## src/gamepad_pkg.sv

```systemverilog
/*
 * gamepad shared definitions
 * button word layout, button bit positions, serial frame length
 * and the SNES reader state encoding
 */

package gamepad_pkg;

    ////////////////////
    // button word
    ////////////////////

    localparam int NUM_BTNS  = 12;   // width of one player's button word
    localparam int SNES_BITS = 16;   // serial bits clocked out per poll

    // 1 = pressed
    // [7:0]  A B Select Start Up Down Left Right (NES serial order)
    // [11:8] X Y L R
    typedef logic [NUM_BTNS-1:0] btns_t;

    localparam int BTN_A      = 0;
    localparam int BTN_B      = 1;
    localparam int BTN_SELECT = 2;
    localparam int BTN_UP     = 4;
    localparam int BTN_X      = 8;
    localparam int BTN_Y      = 9;

    ////////////////////
    // reader FSM
    ////////////////////

    typedef enum logic [2:0] {
        RD_GAP,        // idle between polls, latch low, clock high
        RD_LATCH,      // latch pulse, bit 0 on the wire
        RD_CLK_LOW,    // first half of a serial clock
        RD_CLK_HIGH,   // second half, bit sampled right after the edge
        RD_DONE        // publish word, one cycle
    } reader_state_e;

endpackage
```

## src/gamepad_top.sv

```systemverilog
/*
 * game controller front end
 * two SNES pad readers polled side by side, merged into the NES joypad port
 */

module gamepad_top import gamepad_pkg::*; #(
    parameter int HALF_PERIOD     = 4,
    parameter int POLL_GAP        = 32,
    parameter int AUTOFIRE_PERIOD = 200
) (
    input  logic       clk,
    input  logic       sys_resetn,

    // player 1 controller
    output logic       o_joy1_strb,
    output logic       o_joy1_clk,
    input  logic       i_joy1_data,

    // player 2 controller
    output logic       o_joy2_strb,
    output logic       o_joy2_clk,
    input  logic       i_joy2_data,

    // console side
    input  logic       i_nes_strobe,
    input  logic [1:0] i_nes_clk,
    output logic [1:0] o_nes_data,
    output logic       o_reset_req
);

    btns_t buttons1;
    btns_t buttons2;
    logic  poll_done1;

    ////////////////////
    // pad readers
    ////////////////////

    snes_pad_reader #(
        .HALF_PERIOD (HALF_PERIOD),
        .POLL_GAP    (POLL_GAP)
    ) u_reader1 (
        .clk         (clk),
        .sys_resetn  (sys_resetn),
        .o_joy_strb  (o_joy1_strb),
        .o_joy_clk   (o_joy1_clk),
        .i_joy_data  (i_joy1_data),
        .o_buttons   (buttons1),
        .o_poll_done (poll_done1)
    );

    snes_pad_reader #(
        .HALF_PERIOD (HALF_PERIOD),
        .POLL_GAP    (POLL_GAP)
    ) u_reader2 (
        .clk         (clk),
        .sys_resetn  (sys_resetn),
        .o_joy_strb  (o_joy2_strb),
        .o_joy_clk   (o_joy2_clk),
        .i_joy_data  (i_joy2_data),
        .o_buttons   (buttons2),
        .o_poll_done ()              // reset combo only watches player 1
    );

    nes_joypad_port #(
        .AUTOFIRE_PERIOD (AUTOFIRE_PERIOD)
    ) u_port (
        .clk          (clk),
        .sys_resetn   (sys_resetn),
        .i_buttons1   (buttons1),
        .i_buttons2   (buttons2),
        .i_poll_done1 (poll_done1),
        .i_nes_strobe (i_nes_strobe),
        .i_nes_clk    (i_nes_clk),
        .o_nes_data   (o_nes_data),
        .o_reset_req  (o_reset_req)
    );

endmodule

```

## src/nes_joypad_port.sv

```systemverilog
/*
 * NES joypad port
 * per-player shift registers answering the console strobe and clock,
 * turbo merge onto A and B, and the Select+Up reset combo from player 1
 */

module nes_joypad_port import gamepad_pkg::*; #(
    parameter int AUTOFIRE_PERIOD = 200
) (
    input  logic       clk,
    input  logic       sys_resetn,
    input  btns_t      i_buttons1,
    input  btns_t      i_buttons2,
    input  logic       i_poll_done1,
    input  logic       i_nes_strobe,
    input  logic [1:0] i_nes_clk,     // one per player
    output logic [1:0] o_nes_data,
    output logic       o_reset_req
);

    logic       phase;
    logic [1:0] nes_clk_q;   // last console clock levels
    logic [1:0] clk_fall;
    btns_t      btns [2];
    logic [7:0] nes_byte [2];
    logic [7:0] shreg [2];

    autofire #(
        .AUTOFIRE_PERIOD (AUTOFIRE_PERIOD)
    ) u_autofire (
        .clk        (clk),
        .sys_resetn (sys_resetn),
        .o_phase    (phase)
    );

    assign btns[0]  = i_buttons1;
    assign btns[1]  = i_buttons2;
    assign clk_fall = nes_clk_q & ~i_nes_clk;

    always_ff @(posedge clk) begin
        if (!sys_resetn)
            nes_clk_q <= '0;
        else
            nes_clk_q <= i_nes_clk;
    end

    ////////////////////
    // per player
    ////////////////////

    for (genvar p = 0; p < 2; p++) begin : g_player
        // X fires A, Y fires B while held
        always_comb begin
            nes_byte[p]        = btns[p][7:0];
            nes_byte[p][BTN_A] = btns[p][BTN_A] | (btns[p][BTN_X] & phase);
            nes_byte[p][BTN_B] = btns[p][BTN_B] | (btns[p][BTN_Y] & phase);
        end

        always_ff @(posedge clk) begin
            if (!sys_resetn)
                shreg[p] <= '0;
            else if (i_nes_strobe)
                shreg[p] <= nes_byte[p];             // reload every cycle
            else if (clk_fall[p])
                shreg[p] <= {1'b1, shreg[p][7:1]};   // ones after the 8th read
        end

        assign o_nes_data[p] = shreg[p][0];
    end

    // console reset request, sampled once per player 1 poll
    always_ff @(posedge clk) begin
        if (!sys_resetn)
            o_reset_req <= 1'b0;
        else if (i_poll_done1)
            o_reset_req <= i_buttons1[BTN_SELECT] & i_buttons1[BTN_UP];
    end

endmodule

```

## src/autofire.sv

```systemverilog
/*
 * turbo phase generator
 * square wave shared by all turbo buttons of both players
 */

module autofire #(
    parameter int AUTOFIRE_PERIOD = 200   // cycles per half-phase
) (
    input  logic clk,
    input  logic sys_resetn,
    output logic o_phase
);

    localparam int CNT_W = $clog2(AUTOFIRE_PERIOD + 1);

    logic [CNT_W-1:0] cnt;

    always_ff @(posedge clk) begin
        if (!sys_resetn) begin
            cnt     <= CNT_W'(AUTOFIRE_PERIOD - 1);
            o_phase <= 1'b0;
        end else if (cnt == '0) begin
            cnt     <= CNT_W'(AUTOFIRE_PERIOD - 1);   // reload
            o_phase <= ~o_phase;
        end else begin
            cnt <= cnt - 1'b1;
        end
    end

endmodule

```

## src/snes_pad_reader.sv

```systemverilog
/*
 * SNES serial pad reader
 * polls one controller with latch and clock, collects the 16 serial
 * bits and publishes the 12 button bits as one word per poll
 */

module snes_pad_reader import gamepad_pkg::*; #(
    parameter int HALF_PERIOD = 4,   // cycles per half serial clock
    parameter int POLL_GAP    = 32   // idle cycles between polls
) (
    input  logic  clk,
    input  logic  sys_resetn,
    output logic  o_joy_strb,
    output logic  o_joy_clk,
    input  logic  i_joy_data,    // active low
    output btns_t o_buttons,
    output logic  o_poll_done
);

    localparam int CNT_MAX = (POLL_GAP > 2*HALF_PERIOD) ? POLL_GAP : 2*HALF_PERIOD;
    localparam int CNT_W   = $clog2(CNT_MAX + 1);
    localparam int IDX_W   = $clog2(SNES_BITS);

    reader_state_e    state;
    logic [CNT_W-1:0] cnt;       // cycles left in the current phase
    logic [IDX_W-1:0] bit_idx;   // serial bit on the wire
    btns_t            shadow;    // word under assembly
    logic             sample;

    // wire levels come straight from the state
    assign o_joy_strb  = (state == RD_LATCH);
    assign o_joy_clk   = (state != RD_CLK_LOW);
    assign o_poll_done = (state == RD_DONE);

    // bit 0 at the end of the latch, the rest one cycle after each rising clock
    assign sample = ((state == RD_LATCH) && (cnt == '0)) ||
                    ((state == RD_CLK_HIGH) && (cnt == CNT_W'(HALF_PERIOD - 1)));

    ////////////////////
    // sequencing
    ////////////////////

    always_ff @(posedge clk) begin
        if (!sys_resetn) begin
            state     <= RD_GAP;
            cnt       <= CNT_W'(POLL_GAP - 1);
            bit_idx   <= '0;
            o_buttons <= '0;
        end else begin
            cnt <= cnt - 1'b1;
            case (state)
                RD_GAP: if (cnt == '0) begin
                    state <= RD_LATCH;
                    cnt   <= CNT_W'(2*HALF_PERIOD - 1);
                end
                RD_LATCH: if (cnt == '0) begin
                    state   <= RD_CLK_LOW;
                    cnt     <= CNT_W'(HALF_PERIOD - 1);
                    bit_idx <= IDX_W'(1);
                end
                RD_CLK_LOW: if (cnt == '0) begin
                    state <= RD_CLK_HIGH;
                    cnt   <= CNT_W'(HALF_PERIOD - 1);
                end
                RD_CLK_HIGH: if (cnt == '0) begin
                    if (bit_idx == IDX_W'(SNES_BITS - 1)) begin
                        state     <= RD_DONE;
                        o_buttons <= shadow;   // whole word at once
                    end else begin
                        state   <= RD_CLK_LOW;
                        cnt     <= CNT_W'(HALF_PERIOD - 1);
                        bit_idx <= bit_idx + 1'b1;
                    end
                end
                RD_DONE: begin
                    state   <= RD_GAP;
                    cnt     <= CNT_W'(POLL_GAP - 1);
                    bit_idx <= '0;
                end
                default: state <= RD_GAP;
            endcase
        end
    end

    ////////////////////
    // serial to btns_t
    ////////////////////

    // SNES order is B Y Sel Start U D L R A X L R, only four bits move
    always_ff @(posedge clk) begin
        if (sample) begin
            case (bit_idx)
                IDX_W'(0): shadow[BTN_B] <= ~i_joy_data;
                IDX_W'(1): shadow[BTN_Y] <= ~i_joy_data;
                IDX_W'(8): shadow[BTN_A] <= ~i_joy_data;
                IDX_W'(9): shadow[BTN_X] <= ~i_joy_data;
                default: begin
                    if (bit_idx < IDX_W'(NUM_BTNS))   // 12..15 carry nothing
                        shadow[bit_idx] <= ~i_joy_data;
                end
            endcase
        end
    end

endmodule

```

## config.mk

```make
export PLATFORM = sky130hd
export DESIGN_NAME = gamepad_top
export DESIGN_NICKNAME = d
export VERILOG_FILES = /design/src/gamepad_pkg.sv /design/src/gamepad_top.sv /design/src/nes_joypad_port.sv /design/src/autofire.sv /design/src/snes_pad_reader.sv
export SDC_FILE = /design/constraint.sdc
export NUM_CORES = 1
export LEC_CHECK = 0
export BUFFER_PORTS_ARGS = -buffer_cell sky130_fd_sc_hd__buf_4
export CAP_MARGIN = 20
export CORE_MARGIN = 10
export CORE_UTILIZATION = 30
export DETAILED_ROUTE_END_ITERATION = 10
export SKIP_LAST_GASP = 1
export SLEW_MARGIN = 20
export SYNTH_ARGS = -nofsm -noshare
export SYNTH_HDL_FRONTEND = slang
export SYNTH_HIERARCHICAL = 1
export SYNTH_SLANG_ARGS = --single-unit
```

## constraint.sdc

```tcl
create_clock -name clk -period 2.6 [get_ports clk]
set_input_delay 0.52 -clock clk [delete_from_list [all_inputs] [get_ports clk]]
set_output_delay 0.52 -clock clk [all_outputs]
set_load 0.1 [all_outputs]
```

==> results.ini, run 1 <==
[grt]
antenna_found_initial = 0
grt_max_degree = 29
gr-total-overflow = 0
grt_use_total_pct = 8.67
grt_pass1_vias = 3070
grt_pass1_wl_mm = 14.5

[die]
die_w_um = 142
row_count = 44
die-area_sq_um = 20100
io_pins = 14
die_h_um = 142
core_sq_um = 14500
start_util_pct = 30.6

[synthesis]
synth.avg_cell_area_sq_um = 10.1
synth_warnings = 6
syn-cell-area_sq_um = 4450
synthCells = 440
synth_nets = 460

[pwr]
ir_worst_vdd_mv = 0.345
p_total_mw = 2.85
p_per_area_nw_per_um2 = 577
p_leak_nw = 1.71

[critical_path]
cp_max_fo = 8
cp.arrival_ns = 2.50
reg2regPathDepth = 6
cp-start-kind = flop
r2r_setup_slack_ns = 0.32
required_ns = 2.82
worstSetupStartpoint = u_reader2/cnt[0]
critical_path_class = reg -> reg
rr_startpoint = u_reader2/cnt[0]
r2r-end = u_reader2/bit_idx[0]
crit_path_end_kind = flop
crit_path_end = u_reader2/bit_idx[0]

[route]
vias = 3086
wirelength_mm = 8.38
route.detailed.drc = 0
avgViaCountPerCell = 4.88
routedWlPerCell_um = 13.3
drtPass1Iterations = 4
drt-initial-drc-count = 232
ant_nets = 0

[timing]
min_period_ns = 2.28
skew_ns = 0.00545
rsz0062_at_grt = no
setup_viol = 0
slew_headroom_pct = 52.2
max_freq_ghz = 0.439
tightest_slew_ns = 0.712
timing_hold_violations_final = 0
slew_viol_final = 0
tns_ns = 0
worst_hold_slack_ns = 0.406
post-route-period-util_pct = 87.7

[cts]
clock_sinks = 94
h-tree-depth = 3
clockBufferDepth = 2
cts_tree = done
insertion_delay_ns = 0.34
hold_buffers = 0
cts_setup_buffers = 0
cts.root.buffer_cell = clkbuf_16
cts_resized = 0
clk_pin_slew_worst_paths_ns = 0.06
numCtsBuffers = 9

[cells_and_area]
syn_to_final_growth_pct = 10.8
finalInstanceArea_sq_um = 4940
antenna_cells = 0
fillers = 1493
final_cells = 632
finalNetCount = 463
final_layout_size_suffix_gt1_share_pct = 10.3

[place]
dp.cells = 616
dp_hpwl_mm = 6.11
port_buffers = 13
placed_area_sq_um = 4670
gp_congestion = 0.822

[hold_path]
hold_path.class = in -> reg

[job]
maxCapViolCount = 0

[run_status]
status = finished clean

==> worst min-delay path by stage <==
stage	from	to	slack [ns]	cells after the start
6_report	i_nes_clk[0]	u_port/nes_clk_q[0]	0.41	2
2_1_floorplan	u_port/u_autofire/cnt[0]	u_port/u_autofire/cnt[0]	0.38	1
4_1_cts	i_nes_clk[0]	u_port/nes_clk_q[0]	0.39	2
3_3_place_gp	u_port/u_autofire/cnt[0]	u_port/u_autofire/cnt[0]	0.39	1
3_5_place_dp	u_port/u_autofire/cnt[0]	u_port/u_autofire/cnt[0]	0.40	1
5_1_grt	i_nes_clk[0]	u_port/nes_clk_q[0]	0.41	2
==> power breakdown <==
part / leakage [nW] / switching (mW) / total, mW / internal [mW]
Clock: 0.126 / 0.530 / 1.18 / 0.646
Combinational: 0.746 / 0.0648 / 0.102 / 0.0376
Sequential: 0.836 / 0.0166 / 1.57 / 1.55
==> state kept, by name (all words and copies together) (netlist names) <==
name	cells
u_port/nes_clk_q	2
u_port/o_reset_req	1
u_port/shreg	16
u_port/u_autofire/cnt	8
u_port/u_autofire/o_phase	1
u_reader1/bit_idx	4
u_reader1/cnt	6
u_reader1/o_buttons	10
u_reader1/shadow	10
u_reader1/state	3
u_reader2/bit_idx	4
u_reader2/cnt	6
u_reader2/o_buttons	10
u_reader2/shadow	10
u_reader2/state	3
==> cells in the final DEF (no fill, tap or decap), drive strengths merged, types with 6 or more instances in the layout <==
| cell | count |
|---|---|
| a21oi | 22 |
| a22o | 10 |
| and2 | 11 |
| buf | 17 |
| clkbuf | 12 |
| dfxtp | 58 |
| edfxtp | 36 |
| ha | 13 |
| inv | 27 |
| mux2i | 11 |
| nand2 | 30 |
| nand2b | 8 |
| nand3 | 24 |
| nand4 | 6 |
| nor2 | 37 |
| nor2b | 10 |
| nor3 | 11 |
| nor3b | 6 |
| o21ai | 13 |
| xnor2 | 7 |
==> layer usage <==
metal / GRT usage, % / vias up / wire, um
li1: - / 1575 / -
met1: 11.0 / 1462 / 4110
met2: 13.6 / 40 / 3800
met3: 2.04 / 9 / 324
met4: 3.98 / 0 / 145
met5: 0 / - / 0
==> layout make-up <==
| class | count | area, sq um | area share, % |
|---|---|---|---|
| clock buffer | 12 | 236 | 4.79 |
| clock inverter | 4 | 25.0 | 0.507 |
| inverter | 27 | 101 | 2.05 |
| multi-input combinational | 294 | 1970 | 40.0 |
| sequential | 94 | 2240 | 45.4 |
| tap | 184 | 230 | 4.66 |
| timing repair buffer | 17 | 128 | 2.59 |
==> metrics by stage <==
| stage | worst slack [ns] | util [%] |
|---|---|---|
| 2_1_floorplan | 0.210 | - |
| 3_3_place_gp | 0.443 | 32.2 |
| 3_5_place_dp | 0.358 | 32.2 |
| 4_1_cts | 0.338 | 34.0 |
| 5_1_grt | 0.165 | 34.0 |
| 6_report | 0.320 | 34.0 |
==> worst max-delay path, cell delays in order, from the launching register on <==
cell,delay [ns]
dfxtp_1,0.33
inv_1,0.07
ha_1,0.21
or3b_1,0.49
or3_1,0.48
or4_1,0.44
o2111a_1,0.15
(Power assumes the default switching activity.)
==> inputs of run 2 (changes only) <==
PLACE_DENSITY = 0.52   (was default)
==> run 2 against run 1 <==
Via count shrank 0.29%. Cell count grew 0.32%. Register-to-register slack gained 0.03 ns. Clock skew grew 0.0026 ns. Clock-buffer cell count shrank 3. Flip-flop and latch count is the same. Fmax grew 1.3%. Clock power is essentially flat. Worst hold slack lost 0.0094 ns.
==> results.ini, run 2 (synthesized netlist as in run 1, its figures left out) <==
[timing]
skew_ns = 0.00803  ; +0.00258 ns
timing_hold_violations_final = 0  ; unchanged
slew_viol_final = 0  ; unchanged
post-route-period-util_pct = 86.6  ; -1.1 points
tns_ns = 0  ; unchanged
max_freq_ghz = 0.444  ; +1.3%
setup_viol = 0  ; unchanged
rsz0062_at_grt = no
tightest_slew_ns = 0.734  ; +0.0221 ns
min_period_ns = 2.25  ; -0.0286 ns
slew_headroom_pct = 50.7  ; -1.5 points

[grt]
antenna_found_initial = 0  ; unchanged
grt_pass1_wl_mm = 14.6  ; +0.95%
gr-total-overflow = 0  ; unchanged
grt_max_degree = 23  ; -21%
grt_use_total_pct = 8.87  ; +0.20 points
grt_pass1_vias = 2999  ; -2.3%

[die]
core_sq_um = 14500  ; unchanged
io_pins = 14  ; unchanged
die_h_um = 142  ; unchanged
die-area_sq_um = 20100  ; unchanged
start_util_pct = 30.6  ; unchanged
die_w_um = 142  ; unchanged
row_count = 44  ; unchanged

[run_status]
status = finished clean

[critical_path]
critical_path_class = reg -> reg
cp-start-kind = flop
cp_max_fo = 13  ; +5
cp.arrival_ns = 2.30  ; -0.20 ns
required_ns = 2.65  ; -0.17 ns
reg2regPathDepth = 4  ; -2
crit_path_end_kind = flop

[route]
wirelength_mm = 8.50  ; +1.4%
avgViaCountPerCell = 4.85  ; -0.61%
routedWlPerCell_um = 13.4  ; +1.1%
drt-initial-drc-count = 125  ; -46%
drtPass1Iterations = 4  ; unchanged
ant_nets = 0  ; unchanged
vias = 3077  ; -0.29%
route.detailed.drc = 0  ; unchanged

[cts]
cts.root.buffer_cell = clkbuf_16
numCtsBuffers = 9  ; unchanged
cts_resized = 0  ; unchanged
insertion_delay_ns = 0.34  ; about the same
clockBufferDepth = 2  ; unchanged
h-tree-depth = 3  ; unchanged
clock_sinks = 94  ; unchanged
hold_buffers = 0  ; unchanged
cts_setup_buffers = 0  ; unchanged
clk_pin_slew_worst_paths_ns = 0.07  ; about the same
cts_tree = done

[hold_path]
hold_depth = 2  ; unchanged
hold_path.class = in -> reg

[cells_and_area]
regMostFlops = u_port/shreg
finalNetCount = 465  ; +0.43%
largest_reg_flops = 16  ; unchanged
layout_commonest_cell = dfxtp_1
syn_to_final_growth_pct = 11.5
antenna_cells = 0  ; unchanged
final_cell_mix = dfxtp_1, nor2_1, edfxtp_1
final_layout_size_suffix_gt1_share_pct = 11.1  ; +0.84 points
fillers = 1512  ; +1.3%

[place]
dp_hpwl_mm = 6.09  ; -0.24%
gp_congestion = 0.807  ; -1.8%
port_buffers = 13  ; unchanged

[pwr]
p_leak_nw = 1.72  ; +0.74%
p_per_area_nw_per_um2 = 575  ; -0.29%
ir_worst_vdd_mv = 0.274  ; -21%
p_total_mw = 2.86  ; +0.31%

[job]
maxCapViolCount = 0  ; unchanged

## run 2: power by group
group / switching (mW) / leakage [nW] / internal, mW
Sequential: 0.0175 / 0.836 / 1.55
Clock: 0.544 / 0.128 / 0.639
Combinational: 0.0646 / 0.757 / 0.0386
Total: 0.627 / 1.72 / 2.23
## run 2: layer usage
metal  vias to the layer above  GRT usage [%]  wire, um
met2                        32           13.1      3760
met1                      1448           11.6      4280
met3                        12           2.20       269
met4                         0           4.68       182
met5                         -              0         0
li1                       1585              -         -
## run 2: area by class of cell
class / instances / area (sq um) / share of cell area (%)
flip-flops and latches: 94 / 2240 / 45.1
multi-input cells: 294 / 1970 / 39.7
well taps: 184 / 230 / 4.64
clock buffers: 9 / 225 / 4.54
repair buffers: 19 / 153 / 3.07
inverters: 27 / 101 / 2.04
clock inverters: 7 / 41.3 / 0.831
## run 2: metrics by stage
step / util, % / setup WS (ns) / hold WS (ns) / area [sq um] / std cells
final: 34.2 / 0.349 / 0.396 / 4970 / 634
after global routing: 34.2 / 0.177 / 0.397 / 4970 / 634
after CTS: 34.2 / 0.377 / 0.385 / 4970 / 634
after detailed placement: 32.3 / 0.391 / 0.402 / 4700 / 618
after global placement: 32.3 / 0.437 / 0.390 / 4690 / 617
after floorplan: - / 0.210 / 0.378 / 4460 / 440
## run 2: final timing paths
path,endpoint,slack (ns),start
max reg2reg,u_reader2/shadow[3],0.35,u_reader2/state[0]
min,u_port/nes_clk_q[0],0.40,i_nes_clk[0]
max,u_reader2/shadow[3],0.35,u_reader2/state[0]
min reg2reg,u_port/u_autofire/cnt[0],0.41,u_port/u_autofire/cnt[0]
## run 2: worst max-delay path, stage by stage (launching register included)
cell and delay [ns]:
dfxtp_1 0.56, or4b_1 0.53, nor4_1 0.46, nand3_1 0.23, nor2_1 0.18
==> inputs of run 3 (changes only) <==
clock period = 2.5 ns   (was 2.6 ns; I/O delays follow)
==> run 3 against run 2 <==
Clock skew decreased by 0.0045 ns. Cell area grew 1.3%. Worst hold slack worse by 0.018 ns. First-iteration DRC count up 49%. Critical path depth down 1. Core utilization up 0.45 points. Cell count is the same. Critical endpoint is now o_joy2_clk.
==> results.ini, run 3 (synthesized netlist as in run 1, its figures left out) <==
[route]
routedWlPerCell_um = 13.7  ; +2.2%
drt-initial-drc-count = 186  ; +49%
route.detailed.drc = 0  ; unchanged
drtPass1Iterations = 4  ; unchanged
vias = 3144  ; +2.2%
avgViaCountPerCell = 4.96  ; +2.2%
ant_nets = 0  ; unchanged
wirelength_mm = 8.68  ; +2.2%

[critical_path]
worstSetupPathDepth = 3  ; -1
cp_top_family = flip-flops
cp_max_fo = 10  ; -3
critPathBufInv = 2  ; +2
cp-start-kind = flop
r2r_setup_slack_ns = 0.41  ; +0.06 ns
crit_path_end = o_joy2_clk
reg2regPathDepth = 6  ; +2
worstSetupStartpoint = u_reader2/state[1]
cp.arrival_ns = 1.61  ; -0.69 ns
slowest_stage = dfxtp_1
critical_path_class = reg -> out
crit_path_end_kind = primary output
path_cells = inv_1 -> or3_1 -> buf_4
r2r-end = u_reader2/bit_idx[0]
rr_startpoint = u_reader2/cnt[0]
max_stage_delay_ns = 0.54  ; -0.02 ns
required_ns = 2.00  ; -0.65 ns

[grt]
gr-total-overflow = 0  ; unchanged
grt_pass1_wl_mm = 14.9  ; +1.8%
grt_max_degree = 27  ; +17%
grt_use_total_pct = 9.04  ; +0.17 points
grt_pass1_vias = 3007  ; +0.27%
antenna_found_initial = 0  ; unchanged

[hold_path]
hold_path.class = in -> reg

[cts]
cts.root.buffer_cell = clkbuf_16
cts_setup_buffers = 0  ; unchanged
cts_resized = 0  ; unchanged
h-tree-depth = 3  ; unchanged
clockBufferDepth = 2  ; unchanged
hold_buffers = 0  ; unchanged
clock_sinks = 94  ; unchanged
numCtsBuffers = 9  ; unchanged
clk_pin_slew_worst_paths_ns = 0.06  ; about the same
insertion_delay_ns = 0.34  ; about the same
cts_tree = done

[cells_and_area]
layout_commonest_cell = dfxtp_1
finalInstanceArea_sq_um = 5030  ; +1.3%
final_layout_size_suffix_gt1_share_pct = 11.3  ; +0.22 points
largest_reg_flops = 16  ; unchanged
final_cell_mix = dfxtp_1, nor2_1, edfxtp_1
fin_util_pct = 34.6  ; +0.45 points
antenna_cells = 0  ; unchanged
finalNetCount = 465  ; unchanged
regMostFlops = u_port/shreg
syn_to_final_growth_pct = 12.9

[place]
port_buffers = 13  ; unchanged
gp_congestion = 0.820  ; +1.6%
place_ws_ns = 0.414  ; +0.0231 ns
dp_hpwl_mm = 6.16  ; +1.0%
placed_area_sq_um = 4690  ; -0.21%

[pwr]
ir_worst_vdd_mv = 0.375  ; +37%
p_leak_nw = 1.76  ; +2.2%
p_per_area_nw_per_um2 = 655  ; +14%
p_total_mw = 3.29  ; +15%

[die]
die_w_um = 142  ; unchanged
die_h_um = 142  ; unchanged
io_pins = 14  ; unchanged
core_sq_um = 14500  ; unchanged
row_count = 44  ; unchanged
die-area_sq_um = 20100  ; unchanged
start_util_pct = 30.6  ; unchanged

[timing]
tightest_slew_ns = 0.753  ; +0.0191 ns
skew_ns = 0.00357  ; -0.00446 ns
slew_headroom_pct = 49.5  ; -1.3 points
timing_hold_violations_final = 0  ; unchanged
min_period_ns = 2.11
post-route-period-util_pct = 84.4
rsz0062_at_grt = no
setup_viol = 0  ; unchanged
fin_ws_ns = 0.389  ; +0.0402 ns
tns_ns = 0  ; unchanged
max_freq_ghz = 0.474
slew_viol_final = 0  ; unchanged

[job]
maxCapViolCount = 0  ; unchanged

[run_status]
status = finished clean

==> run 3: report_power, final <==
| group | leakage [nW] | switching (mW) | total [mW] | internal [mW] |
|---|---|---|---|---|
| Combinational | 0.756 | 0.0678 | 0.107 | 0.0390 |
| Sequential | 0.836 | 0.0177 | 1.63 | 1.61 |
| Clock | 0.167 | 0.552 | 1.55 | 1.00 |
==> run 3: worst min-delay path by stage <==
stage	startpoint	endpoint	cells past startpoint
final	i_nes_clk[0]	u_port/nes_clk_q[0]	2
after CTS	i_nes_clk[0]	u_port/nes_clk_q[0]	2
after floorplan	u_port/u_autofire/cnt[0]	u_port/u_autofire/cnt[0]	1
after global routing	i_nes_clk[1]	u_port/nes_clk_q[1]	2
after global placement	u_port/u_autofire/cnt[0]	u_port/u_autofire/cnt[0]	1
after detailed placement	u_port/u_autofire/cnt[0]	u_port/u_autofire/cnt[0]	1
==> run 3: cell type report <==
class | count | area [sq um]
multi-input combinational | 294 | 1970
fill | 1489 | 9500
sequential | 94 | 2240
clock inverter | 4 | 95.1
clock buffer | 12 | 246
tap | 184 | 230
inverter | 27 | 101
timing repair buffer | 19 | 143
==> run 3: through the flow <==
step	hold WS (ns)	std cells
floorplan	0.378	440
global placement	0.390	618
detailed placement	0.396	618
CTS	0.359	634
global route	0.370	634
finish	0.379	634
==> run 3: metal layers <==
metal	vias up	track usage (%)	part of all wire [%]
li1	1588	-	-
met1	1489	12.0	51
met2	52	13.3	43
met3	15	2.40	3.8
met4	0	4.57	2.3
met5	-	0	0
